File: config.mk
export PLATFORM = sky130hd
export DESIGN_NAME = Sm83Core
export DESIGN_NICKNAME = d
export VERILOG_FILES = /design/src/rtl/Sm83Pkg.sv /design/src/rtl/Sm83Core.sv /design/src/rtl/Accumulator.sv /design/src/rtl/Sequencer.sv /design/src/rtl/Decoder.sv /design/src/rtl/AluBitSlice.sv
export SDC_FILE = /design/constraint.sdc
export NUM_CORES = 1
export LEC_CHECK = 0
export CORE_AREA = 2 2 118 148
export CTS_BUF_LIST = sky130_fd_sc_hd__clkbuf_16
export DETAILED_ROUTE_END_ITERATION = 10
export DIE_AREA = 0 0 120 150
export DONT_BUFFER_PORTS = 1
export HOLD_SLACK_MARGIN = 0.15
export MAX_ROUTING_LAYER = met4
export PLACE_DENSITY = 0.5
export SYNTH_ARGS = -nofsm -noshare
export SYNTH_HDL_FRONTEND = slang
export SYNTH_HIERARCHICAL = 1
export SYNTH_SLANG_ARGS = --single-unit
File: constraint.sdc
create_clock -name CLK -period 12.9 [get_ports CLK]
set_input_delay 3.225 -clock CLK [delete_from_list [all_inputs] [get_ports CLK]]
set_output_delay 3.225 -clock CLK [all_outputs]
set_load 0.005 [all_outputs]
File: src/rtl/Sm83Pkg.sv
`default_nettype none

package Sm83Pkg;

	// Supported SM83 opcodes
	typedef enum logic [7:0] {
		OpNop      = 8'h00,
		OpLdAImm   = 8'h3E,
		OpJpNz     = 8'hC2,
		OpJp       = 8'hC3,
		OpAddImm   = 8'hC6,
		OpJpZ      = 8'hCA,
		OpAdcImm   = 8'hCE,
		OpJpNc     = 8'hD2,
		OpSubImm   = 8'hD6,
		OpJpC      = 8'hDA,
		OpSbcImm   = 8'hDE,
		OpLdhStore = 8'hE0,   // LDH (a8),A
		OpAndImm   = 8'hE6,
		OpXorImm   = 8'hEE,
		OpOrImm    = 8'hF6,
		OpCpImm    = 8'hFE
	} Opcode;

	typedef enum logic [3:0] {
		AluPass,
		AluAdd,
		AluAdc,
		AluSub,
		AluSbc,
		AluAnd,
		AluXor,
		AluOr,
		AluCp
	} AluOp;

	typedef enum logic [2:0] {
		StFetch,
		StImmLo,
		StImmHi,
		StWrite,
		StIdle
	} MState;

	typedef enum logic [2:0] {
		CondAlways,
		CondNz,
		CondZ,
		CondNc,
		CondC
	} Condition;

	// Upper nibble of F, bit order as on the chip
	typedef struct packed {
		logic zero;
		logic subtract;
		logic halfCarry;
		logic carry;
	} Flags;

	typedef struct packed {
		AluOp     aluOp;
		logic     writeA;
		logic     writeFlags;
		logic [1:0] immBytes;   // Operand bytes after the opcode
		logic     isStore;
		logic     isJump;
		Condition cond;
	} InstrInfo;

	typedef struct packed {
		AluOp op;
		logic invertB;
	} SliceCtrl;

endpackage

`default_nettype wire
File: src/rtl/Sm83Core.sv
`default_nettype none

module Sm83Core #(
	parameter logic [15:0] ResetVector = 16'h0000
) (
	input  logic        CLK,
	input  logic        reset,
	output logic [15:0] addr,
	output logic        rd,
	output logic        wr,
	input  logic [7:0]  dataIn,
	output logic [7:0]  dataOut
);

	Sm83Pkg::InstrInfo info;
	Sm83Pkg::Opcode    opcode;
	Sm83Pkg::SliceCtrl sliceCtrl;
	Sm83Pkg::Flags     flags;

	logic [7:0] operand;
	logic [7:0] accA;
	logic [7:0] aBits;
	logic [7:0] bBits;
	logic [7:0] sliceResult;
	logic [8:0] carry;     // Ripple chain, carry[0] from decoder
	logic       execute;

	Sequencer #(
		.ResetVector(ResetVector)
	) seq (
		.CLK(CLK),
		.reset(reset),
		.dataIn(dataIn),
		.accA(accA),
		.flags(flags),
		.info(info),
		.opcode(opcode),
		.operand(operand),
		.execute(execute),
		.addr(addr),
		.rd(rd),
		.wr(wr),
		.dataOut(dataOut) );

	Decoder dec (
		.opcode(opcode),
		.operand(operand),
		.accA(accA),
		.carryFlag(flags.carry),
		.info(info),
		.sliceCtrl(sliceCtrl),
		.aBits(aBits),
		.bBits(bBits),
		.carryIn(carry[0]) );

	for (genvar i = 0; i < 8; i++) begin : gSlice
		AluBitSlice slice (
			.ctrl(sliceCtrl),
			.a(aBits[i]),
			.b(bBits[i]),
			.carryIn(carry[i]),
			.result(sliceResult[i]),
			.carryOut(carry[i+1]) );
	end

	Accumulator acc (
		.CLK(CLK),
		.reset(reset),
		.execute(execute),
		.info(info),
		.sliceResult(sliceResult),
		.halfCarryOut(carry[4]),   // Out of bit 3
		.carryOut(carry[8]),
		.accA(accA),
		.flags(flags) );

endmodule

`default_nettype wire

File: src/rtl/Accumulator.sv
`default_nettype none

module Accumulator (
	input  logic              CLK,
	input  logic              reset,
	input  logic              execute,
	input  Sm83Pkg::InstrInfo info,
	input  logic [7:0]        sliceResult,
	input  logic              halfCarryOut,
	input  logic              carryOut,
	output logic [7:0]        accA,
	output Sm83Pkg::Flags     flags
);

	Sm83Pkg::Flags newFlags;

	always_comb begin
		newFlags = flags;
		newFlags.zero = sliceResult == 8'h00;   // CP too, though A is kept
		case (info.aluOp)
			Sm83Pkg::AluAdd,
			Sm83Pkg::AluAdc: begin
				newFlags.subtract = 1'b0;
				newFlags.halfCarry = halfCarryOut;
				newFlags.carry = carryOut;
			end
			Sm83Pkg::AluSub,
			Sm83Pkg::AluSbc,
			Sm83Pkg::AluCp: begin
				newFlags.subtract = 1'b1;
				newFlags.halfCarry = !halfCarryOut;   // Borrow
				newFlags.carry = !carryOut;
			end
			Sm83Pkg::AluAnd: begin
				newFlags.subtract = 1'b0;
				newFlags.halfCarry = 1'b1;
				newFlags.carry = 1'b0;
			end
			Sm83Pkg::AluXor,
			Sm83Pkg::AluOr: begin
				newFlags.subtract = 1'b0;
				newFlags.halfCarry = 1'b0;
				newFlags.carry = 1'b0;
			end
			default: newFlags = flags;
		endcase
	end

	always_ff @(posedge CLK) begin
		if (reset) begin
			accA <= 8'h00;
			flags <= '0;
		end else if (execute) begin
			if (info.writeA)
				accA <= sliceResult;
			if (info.writeFlags)
				flags <= newFlags;
		end
	end

	// Sequencer only pulses for instructions with a result
	assert property (@(posedge CLK) disable iff (reset)
		execute |-> (info.writeA || info.writeFlags));

endmodule

`default_nettype wire

File: src/rtl/Sequencer.sv
`default_nettype none

module Sequencer #(
	parameter logic [15:0] ResetVector = 16'h0000
) (
	input  logic              CLK,
	input  logic              reset,
	input  logic [7:0]        dataIn,
	input  logic [7:0]        accA,
	input  Sm83Pkg::Flags     flags,
	input  Sm83Pkg::InstrInfo info,
	output Sm83Pkg::Opcode    opcode,
	output logic [7:0]        operand,
	output logic              execute,
	output logic [15:0]       addr,
	output logic              rd,
	output logic              wr,
	output logic [7:0]        dataOut
);

	Sm83Pkg::MState mState;
	Sm83Pkg::MState nextState;
	Sm83Pkg::Opcode opcodeReg;

	logic        phaseT2;
	logic [15:0] pc;         // Address of the byte read in this cycle
	logic [15:0] pcInc;
	logic [15:0] nextPc;
	logic [15:0] nextAddr;
	logic [7:0]  operandLo;
	logic        nextRd;
	logic        nextWr;
	logic        condMet;
	logic        startExec;

	assign pcInc = pc + 16'd1;
	assign operand = operandLo;

	// Decoder sees the incoming byte during fetch T2
	assign opcode = (mState == Sm83Pkg::StFetch && phaseT2) ?
		Sm83Pkg::Opcode'(dataIn) : opcodeReg;

	always_comb begin
		case (info.cond)
			Sm83Pkg::CondAlways: condMet = 1'b1;
			Sm83Pkg::CondNz:     condMet = !flags.zero;
			Sm83Pkg::CondZ:      condMet = flags.zero;
			Sm83Pkg::CondNc:     condMet = !flags.carry;
			Sm83Pkg::CondC:      condMet = flags.carry;
			default:             condMet = 1'b0;
		endcase
	end

	// Next machine cycle, chosen at the end of T2
	always_comb begin
		nextState = Sm83Pkg::StFetch;
		nextPc = pcInc;
		nextAddr = pcInc;
		startExec = 1'b0;
		case (mState)
			Sm83Pkg::StFetch: begin
				if (info.immBytes != 2'd0)
					nextState = Sm83Pkg::StImmLo;
			end
			Sm83Pkg::StImmLo: begin
				if (info.isJump) begin
					nextState = Sm83Pkg::StImmHi;
				end else if (info.isStore) begin
					nextState = Sm83Pkg::StWrite;
					nextPc = pc;
					nextAddr = {8'hFF, dataIn};   // High page
				end else begin
					startExec = info.writeA || info.writeFlags;
				end
			end
			Sm83Pkg::StImmHi: begin
				if (condMet) begin
					nextState = Sm83Pkg::StIdle;
					nextPc = {dataIn, operandLo};
					nextAddr = {dataIn, operandLo};
				end
			end
			Sm83Pkg::StIdle: begin
				nextPc = pc;
				nextAddr = pc;
			end
			default: ;   // StWrite resumes at pc+1
		endcase
		nextRd = nextState inside {Sm83Pkg::StFetch, Sm83Pkg::StImmLo, Sm83Pkg::StImmHi};
		nextWr = nextState == Sm83Pkg::StWrite;
	end

	always_ff @(posedge CLK) begin
		if (reset) begin
			mState <= Sm83Pkg::StIdle;   // Leaves into the first fetch
			phaseT2 <= 1'b1;
			pc <= ResetVector;
			addr <= ResetVector;
			rd <= 1'b0;
			wr <= 1'b0;
			execute <= 1'b0;
			opcodeReg <= Sm83Pkg::OpNop;
		end else if (!phaseT2) begin
			phaseT2 <= 1'b1;
			execute <= 1'b0;
		end else begin
			phaseT2 <= 1'b0;
			mState <= nextState;
			pc <= nextPc;
			addr <= nextAddr;
			rd <= nextRd;
			wr <= nextWr;
			execute <= startExec;
			if (mState == Sm83Pkg::StFetch)
				opcodeReg <= opcode;
		end
	end

	always_ff @(posedge CLK) begin
		if (phaseT2 && mState == Sm83Pkg::StImmLo)
			operandLo <= dataIn;
		if (phaseT2 && nextState == Sm83Pkg::StWrite)
			dataOut <= accA;
	end

	assert property (@(posedge CLK) disable iff (reset) !(rd && wr));

	// Bus held from T1 into T2
	assert property (@(posedge CLK) disable iff (reset) phaseT2 |-> $stable(addr));

endmodule

`default_nettype wire

File: src/rtl/Decoder.sv
`default_nettype none

module Decoder (
	input  Sm83Pkg::Opcode    opcode,
	input  logic [7:0]        operand,
	input  logic [7:0]        accA,
	input  logic              carryFlag,
	output Sm83Pkg::InstrInfo info,
	output Sm83Pkg::SliceCtrl sliceCtrl,
	output logic [7:0]        aBits,
	output logic [7:0]        bBits,
	output logic              carryIn
);

	always_comb begin
		info = '0;
		info.aluOp = Sm83Pkg::AluPass;
		info.cond = Sm83Pkg::CondAlways;
		case (opcode)
			Sm83Pkg::OpLdAImm: begin
				info.writeA = 1'b1;
				info.immBytes = 2'd1;
			end
			Sm83Pkg::OpAddImm:   info.aluOp = Sm83Pkg::AluAdd;
			Sm83Pkg::OpAdcImm:   info.aluOp = Sm83Pkg::AluAdc;
			Sm83Pkg::OpSubImm:   info.aluOp = Sm83Pkg::AluSub;
			Sm83Pkg::OpSbcImm:   info.aluOp = Sm83Pkg::AluSbc;
			Sm83Pkg::OpAndImm:   info.aluOp = Sm83Pkg::AluAnd;
			Sm83Pkg::OpXorImm:   info.aluOp = Sm83Pkg::AluXor;
			Sm83Pkg::OpOrImm:    info.aluOp = Sm83Pkg::AluOr;
			Sm83Pkg::OpCpImm:    info.aluOp = Sm83Pkg::AluCp;
			Sm83Pkg::OpLdhStore: begin
				info.immBytes = 2'd1;
				info.isStore = 1'b1;
			end
			Sm83Pkg::OpJp:       info.isJump = 1'b1;
			Sm83Pkg::OpJpZ: begin
				info.isJump = 1'b1;
				info.cond = Sm83Pkg::CondZ;
			end
			Sm83Pkg::OpJpNz: begin
				info.isJump = 1'b1;
				info.cond = Sm83Pkg::CondNz;
			end
			Sm83Pkg::OpJpC: begin
				info.isJump = 1'b1;
				info.cond = Sm83Pkg::CondC;
			end
			Sm83Pkg::OpJpNc: begin
				info.isJump = 1'b1;
				info.cond = Sm83Pkg::CondNc;
			end
			default: ;   // NOP and unknown opcodes
		endcase
		// ALU immediates share the rest of their control
		if (info.aluOp != Sm83Pkg::AluPass) begin
			info.writeA = info.aluOp != Sm83Pkg::AluCp;
			info.writeFlags = 1'b1;
			info.immBytes = 2'd1;
		end
		if (info.isJump)
			info.immBytes = 2'd2;
	end

	always_comb begin
		sliceCtrl.op = info.aluOp;
		sliceCtrl.invertB = info.aluOp inside {Sm83Pkg::AluSub, Sm83Pkg::AluSbc, Sm83Pkg::AluCp};
		aBits = accA;
		bBits = sliceCtrl.invertB ? ~operand : operand;   // Two's complement subtract
		case (info.aluOp)
			Sm83Pkg::AluAdc: carryIn = carryFlag;
			Sm83Pkg::AluSbc: carryIn = !carryFlag;
			Sm83Pkg::AluSub,
			Sm83Pkg::AluCp:  carryIn = 1'b1;
			default:         carryIn = 1'b0;
		endcase
	end

endmodule

`default_nettype wire

File: src/rtl/AluBitSlice.sv
`default_nettype none

module AluBitSlice (
	input  Sm83Pkg::SliceCtrl ctrl,
	input  logic              a,
	input  logic              b,
	input  logic              carryIn,
	output logic              result,
	output logic              carryOut
);

	logic sum;
	logic ripple;
	logic bTrue;

	assign sum = a ^ b ^ carryIn;
	assign ripple = (a & b) | (carryIn & (a ^ b));
	assign bTrue = b ^ ctrl.invertB;   // Operand before subtract inversion

	always_comb begin
		result = 1'b0;
		carryOut = 1'b0;
		case (ctrl.op)
			Sm83Pkg::AluAdd,
			Sm83Pkg::AluAdc,
			Sm83Pkg::AluSub,
			Sm83Pkg::AluSbc,
			Sm83Pkg::AluCp: begin
				result = sum;
				carryOut = ripple;
			end
			Sm83Pkg::AluAnd:  result = a & bTrue;
			Sm83Pkg::AluXor:  result = a ^ bTrue;
			Sm83Pkg::AluOr:   result = a | bTrue;
			Sm83Pkg::AluPass: result = bTrue;
			default: ;
		endcase
	end

endmodule

`default_nettype wire

# [Yosys cells after proc, flatten, opt, wreduce, memory -nomap -nowiden]
# Index checks and enable logic that the tools add are counted.
[totals] wordCells=198 in_bits=10 register_bits=73 output_inout_bits=26
[op_classes] addsub=1 n_eq_ne=35 n_bitwise=76 mux=42 n_reduce_logical=31
[op_table] operator="$eq A8 B8 Y1 const B" count=14
[op_table] operator="$pmux W16 S3" count=2
[op_table] operator="$mux W16" count=5
[op_table] operator="$pmux W1 S5" count=9
[op_table] operator="$pmux W4 S8" count=1
[op_table] operator="$xor A1 B1 Y1" count=32
[op_table] operator="$and A1 B1 Y1" count=24
[op_table] operator="$add A16 B1 Y16 const B" count=1
[op_table] operator="$eq A4 B3 Y1 const B" count=4
[op_table] operator="$mux W8" count=2
[op_table] operator="$or A1 B1 Y1" count=16
[op_table] operator="$eq A3 B2 Y1 const B" count=5
[op_table] operator="$reduce_or A5 Y1" count=3
[op_table] operator="$mux W1" count=14
[op_table] operator="$pmux W3 S4" count=1
[op_table] operator="$eq A3 B1 Y1 const B" count=3
[op_table] operator="$logic_not A3 Y1" count=3
[op_table] operator="$pmux W3 S3" count=1
[op_table] operator="$reduce_and A3 Y1" count=3
[op_table] operator="$eq A4 B2 Y1 const B" count=2
[op_table] operator="$eq A8 B6 Y1 const B" count=1
[op_table] operator="$logic_not A8 Y1" count=1
[op_table] operator="$not A8 Y8" count=1
[op_table] operator="$reduce_bool A4 Y1" count=2
[op_table] operator="other kinds (21)" count=35

# [Logic depth before layout (Yosys ltp)]
[depth] ltp_word=35 depth_mapped=36 ltp_nobuf=34

# [By module]
# The synthesis kept the hierarchy.
[by_module_without_submodules] mod="Sequencer" area_each_um2=3385.7 cells_per_inst=359 seq_area_each_um2=1421.4 n_inst=1
[by_module_without_submodules] mod="AluBitSlice at gSlice[0].slice ..." area_each_um2=158.9 cells_per_inst=21 seq_area_each_um2=0.0 n_inst=5
[by_module_without_submodules] mod="Accumulator" area_each_um2=616.8 cells_per_inst=78 seq_area_each_um2=240.2 n_inst=1
[by_module_without_submodules] mod="Decoder" area_each_um2=412.9 cells_per_inst=59 seq_area_each_um2=0.0 n_inst=1
[by_module_without_submodules] mod="AluBitSlice at gSlice[1].slice ..." area_each_um2=163.9 cells_per_inst=21 seq_area_each_um2=0.0 n_inst=2
[by_module_without_submodules] mod="AluBitSlice at gSlice[6].slice" area_each_um2=162.7 cells_per_inst=21 seq_area_each_um2=0.0 n_inst=1

# [Least setup slack after synthesis]
# No wires, ideal clock.
[synth_path] path_kind="in2reg" startpoint="input dataIn[3]" endpoint="register, netlist name acc/flags[3]" t_arrival_ns=9.557 path_stages=33 setup_time_ns=0.070 path_buffers=2 required_time_ns=12.830 path_slack_ns=3.273 path_cell_list="mux2_2 buf_2 nand2b_1 nand4b_1 buf_2 xnor2_1 inv_1 fa_1 nor2_1 inv_1 fa_1 nor2_1 inv_1 fa_1 nor2_1 inv_1 fa_1 nor2_1 inv_1 fa_1 nor2_1 inv_1 fa_1 nor2_1 inv_1 fa_1 nor2_1 inv_1 fa_1 o221ai_1 or4_1 or3_1 a21oi_1"
[synth_between] elab_chain_cells=31 word_cells_on_any_way=113 cone_classes="eq/ne: 16; mux: 20; bitwise: 69; reduce/logical: 8"
[synth_lines] element="start, declared" line_no="Sm83Core.sv:11" rtl="input logic [7:0] dataIn,"
[synth_lines] element="$mux W8 *" line_no="Sequencer.sv:40" rtl="assign opcode = (mState == Sm83Pkg::StFetch && phaseT2) ?"
[synth_lines] element="$eq A8 B8 Y1" line_no="Decoder.sv:19" rtl="case (opcode)"
[synth_lines] element="$pmux W4 S8 *" line_no="Decoder.sv:19"
[synth_lines] element="$eq A4 B2 Y1 (tied with other cells)" line_no="Decoder.sv:67" rtl="sliceCtrl.invertB = info.aluOp inside {Sm83Pkg::AluSub, Sm83Pkg::AluSbc, Sm83Pkg::AluCp};"
[synth_lines] element="$reduce_bool A3 Y1 *" line_no="Decoder.sv:67"
[synth_lines] element="$mux W8 *" line_no="Decoder.sv:69" rtl="bBits = sliceCtrl.invertB ? ~operand : operand;"
[synth_lines] element="via bBits[0]" line_no="Sm83Core.sv:23" rtl="logic [7:0] bBits;"
[synth_lines] element="$xor A1 B1 Y1" line_no="AluBitSlice.sv:17" rtl="assign ripple = (a & b) | (carryIn & (a ^ b));"
[synth_lines] element="(+3 left out)"
[synth_lines] element="via carry[1]" line_no="Sm83Core.sv:25" rtl="logic [8:0] carry;"
[synth_lines] element="(+3 left out)"
[synth_lines] element="via carry[2]" line_no="Sm83Core.sv:25"
[synth_lines] element="(+3 left out)"
[synth_lines] element="via carry[3]" line_no="Sm83Core.sv:25"
[synth_lines] element="(+3 left out)"
[synth_lines] element="via carry[4]" line_no="Sm83Core.sv:25"
[synth_lines] element="(+3 left out)"
[synth_lines] element="via carry[5]" line_no="Sm83Core.sv:25"
[synth_lines] element="(+3 left out)"
[synth_lines] element="via carry[6]" line_no="Sm83Core.sv:25"
[synth_lines] element="$and A1 B1 Y1 *" line_no="AluBitSlice.sv:17"
[synth_lines] element="$or A1 B1 Y1 *" line_no="AluBitSlice.sv:17"
[synth_lines] element="$mux W1 *" line_no="AluBitSlice.sv:23" rtl="case (ctrl.op)"
[synth_lines] element="via carry[7]" line_no="Sm83Core.sv:25"
[synth_lines] element="$xor A1 B1 Y1 *" line_no="AluBitSlice.sv:16" rtl="assign sum = a ^ b ^ carryIn;"
[synth_lines] element="$pmux W1 S5 *" line_no="AluBitSlice.sv:23"
[synth_lines] element="via sliceResult[7]" line_no="Sm83Core.sv:24" rtl="logic [7:0] sliceResult;"
[synth_lines] element="$logic_not A8 Y1 *" line_no="Accumulator.sv:19" rtl="newFlags.zero = sliceResult == 8'h00;"
# The timed path passes the listed nets; every way through them passes the cells marked *.
# A chain may end at the register's enable or synchronous reset.

# [Final worst setup path]
[layout_path] startpoint="input dataIn[0]" endpoint="register, netlist name acc/flags[3]"
[layout_between] elab_chain_cells=31 word_cells_on_any_way=113 cone_classes="eq/ne: 16; mux: 20; bitwise: 69; reduce/logical: 8"
[layout_lines] element="$mux W8 *" line_no="Sequencer.sv:40"
[layout_lines] element="$eq A8 B8 Y1" line_no="Decoder.sv:19"
[layout_lines] element="$pmux W4 S8 *" line_no="Decoder.sv:19"
[layout_lines] element="$eq A4 B2 Y1 (tied with other cells)" line_no="Decoder.sv:67"
[layout_lines] element="$reduce_bool A3 Y1 *" line_no="Decoder.sv:67"
[layout_lines] element="$mux W8 *" line_no="Decoder.sv:69"
[layout_lines] element="via bBits[0]" line_no="Sm83Core.sv:23"
[layout_lines] element="$xor A1 B1 Y1" line_no="AluBitSlice.sv:17"
[layout_lines] element="(+3 left out)"
[layout_lines] element="via carry[1]" line_no="Sm83Core.sv:25"
[layout_lines] element="(+3 left out)"
[layout_lines] element="via carry[2]" line_no="Sm83Core.sv:25"
[layout_lines] element="(+3 left out)"
[layout_lines] element="via carry[3]" line_no="Sm83Core.sv:25"
[layout_lines] element="(+3 left out)"
[layout_lines] element="via carry[4]" line_no="Sm83Core.sv:25"
[layout_lines] element="(+3 left out)"
[layout_lines] element="via carry[5]" line_no="Sm83Core.sv:25"
[layout_lines] element="(+3 left out)"
[layout_lines] element="via carry[6]" line_no="Sm83Core.sv:25"
[layout_lines] element="$and A1 B1 Y1 *" line_no="AluBitSlice.sv:17"
[layout_lines] element="$or A1 B1 Y1 *" line_no="AluBitSlice.sv:17"
[layout_lines] element="$mux W1 *" line_no="AluBitSlice.sv:23"
[layout_lines] element="via carry[7]" line_no="Sm83Core.sv:25"
[layout_lines] element="$xor A1 B1 Y1 *" line_no="AluBitSlice.sv:16"
[layout_lines] element="$pmux W1 S5 *" line_no="AluBitSlice.sv:23"
[layout_lines] element="via sliceResult[7]" line_no="Sm83Core.sv:24"
[layout_lines] element="$logic_not A8 Y1 *" line_no="Accumulator.sv:19"
# Marked as above.

==> summary.txt <==
status: finished, final reports clean
# diodes: 0
Rows: 53
# nets final: 652
die area: 18000 sq um
r2r startpoint: seq/phaseT2$_SDFF_PP1_
Levels on crit path: 31
Synth Warn #: 6
GPL Wtd Cong: 0.911
fin crit share: 76.3%
I/O Buffers: 0
grt total ovfl: 0
Hold Fails Final Rpt: 0
Hold Path Class: reg2reg
H-tree levels: 3
FF-to-FF path depth: 33
hold buffer count at CTS: 0
largest net degree at the start of global routing: 45
clk sinks: 73
total negative slack: 0 ns
Worst IR Drop VDD: 59.4 uV
Worst slew margin: 31.1%
vias in the first global route: 4749
hold path startpoint: acc/flags[3]$_SDFFE_PP0P_
worst hold path depth: 2
Max Cap Viol: 0
drt wl/cell: 19.7 um
Worst-path clk slew: 0.06 ns
initial antenna violation count: 0
I/O pin total: 36
Logic pwr share: 7.4%
Residual DRC: 0
post-route ant nets: 0
CP max-delay cell: or4_1
CP Max Fanout: 9
Worst Clk Skew: 0.00646 ns
Fmax: 0.102 GHz
Worst setup EP type: flip-flop
Power Internal: 0.000382 W
worst skew pair latency: 0.35 ns
Via Count: 4906
routed wire length: 16.6 mm
worst slack, placed: 2.65 ns
Pleak: 1.91 nW
RSZ-0062 raised after global routing: no
effective utilization at floorplan: 33.5%
Net Sw Frac: 26.8%
area of the core: 16600 sq um
cts repair resizes: 0
CTS Buf Count: 9
Mapped Cells: 650
Crit path buffers/inverters: 8
CTS tree: yes
1st-pass router iterations: 6
Crit Path Class: in2reg
PwrDens: 89.0 nW/um^2
Synth-to-Final Area Change: 5.36%
buffer type at the clock tree root: clkbuf_16
first-pass GRT wire length: 26.5 mm
CP Launch Type: input pin
min setup slack post-route: 3.05 ns
Largest stage delay, worst path: 0.52 ns
Worst Setup SP: dataIn[0]
postcts setup bufs: 0
Critical Path AT: 10.13 ns
Net Sw Power: 0.000140 W
Die H: 150 um
Post-Syn Area: 5570 sq um
Worst-Margin Slew: 1.03 ns
share of post-route cells with drive strength above 1: 11.6%
Final HPWL DP: 11.6 mm
Slew Limit Fails: 0
Flop pwr share: 46.5%
Final min period: 9.85 ns
worst path required time: 13.18 ns
Final setup viols: 0
Via density: 5.83
First DRT Iteration DRCs: 503
Clk pwr share: 46.1%
chip width: 120 um
GRT Total Usage: 19.6%
Clock Path Buffers: 2
Mapped Avg Cell Area: 8.58 sq um
cell family with most CP delay: adder cells
Post-Synthesis Net Count: 685
-- power by group through the flow --
stage / clock [W] / combinational, W / sequential (W)
after floorplan: 0 / 0.0000346 / 0.000245
after global placement: 0 / 0.0000382 / 0.000248
after detailed placement: 0 / 0.0000384 / 0.000248
after CTS: 0.000246 / 0.0000386 / 0.000243
after global routing: 0.000255 / 0.0000423 / 0.000243
final: 0.000241 / 0.0000389 / 0.000243
-- worst reg2reg max path, delay by kind of cell (launching register included) --
kind            cells  cell delay, ns
xor+xnor            1            0.45
flops               1            0.33
buf+inv             9            0.74
mux                 1            0.45
compound gates      2            0.26
fa+ha+maj           8            3.01
simple gates       12            3.07
-- per-stage QoR --
step	instances	util [%]	hold slack, ns	instance area [sq um]	power [W]
after CTS	842	35.3	0.493	5870	0.000527
after global placement	826	33.7	0.475	5600	0.000286
final	842	35.3	0.492	5870	0.000523
after floorplan	650	-	0.431	5570	0.000280
after global routing	842	35.3	0.513	5870	0.000541
after detailed placement	826	33.7	0.483	5600	0.000286
-- cell usage in the layout (no fill, tap or decap), types with 7 or more instances in the layout --
| cell type | instances |
|---|---|
| ha_1 | 17 |
| and2_1 | 8 |
| nand3_1 | 26 |
| nor3_1 | 16 |
| dfxtp_1 | 57 |
| a221oi_1 | 11 |
| fa_1 | 8 |
| buf_4 | 8 |
| nand2b_1 | 17 |
| a211oi_1 | 10 |
| nor4_1 | 7 |
| xnor2_1 | 22 |
| mux2_2 | 9 |
| nor2_1 | 54 |
| o211ai_1 | 10 |
| edfxtp_1 | 16 |
| a221oi_2 | 7 |
| or3_1 | 7 |
| inv_1 | 54 |
| clkbuf_16 | 9 |
| xor2_1 | 9 |
| nand2_1 | 37 |
| a311oi_1 | 7 |
| o21ai_0 | 24 |
| a21oi_1 | 34 |
-- metal layers --
layer / wire (um) / vias up / track usage [%]
li1: - / 2297 / -
met1: 7150 / 2448 / 22.9
met2: 8300 / 134 / 33.5
met3: 704 / 27 / 3.20
met4: 444 / 0 / 7.65
met5: 0 / - / -
-- path summary, 6_finish.rpt --
kind	slack [ns]	endpoint
setup / recovery	3.05	acc/flags[3]$_SDFFE_PP0P_
hold / removal	0.49	acc/flags[3]$_SDFFE_PP0P_
setup reg to reg	4.53	acc/flags[3]$_SDFFE_PP0P_
hold reg to reg	0.49	acc/flags[3]$_SDFFE_PP0P_
-- area by class of cell --
type | instances | area, sq um
fill | 1708 | 10800
timing repair buffer | 8 | 60.1
tap | 220 | 275
sequential | 73 | 1620
clock inverter | 7 | 43.8
clock buffer | 9 | 225
multi-input combinational | 472 | 3450
inverter | 53 | 199
-- flip-flops by register name, summed over array words and instances, names as in the netlist --
signal and count:
acc/flags 2, seq/operand 8, seq/mState 3, seq/dataOut 8, seq/addr 16, seq/pc 16, seq/wr 1, seq/phaseT2 1
seq/opcodeReg 8, seq/execute 1, acc/accA 8, seq/rd 1
(Power assumes the default switching activity.)
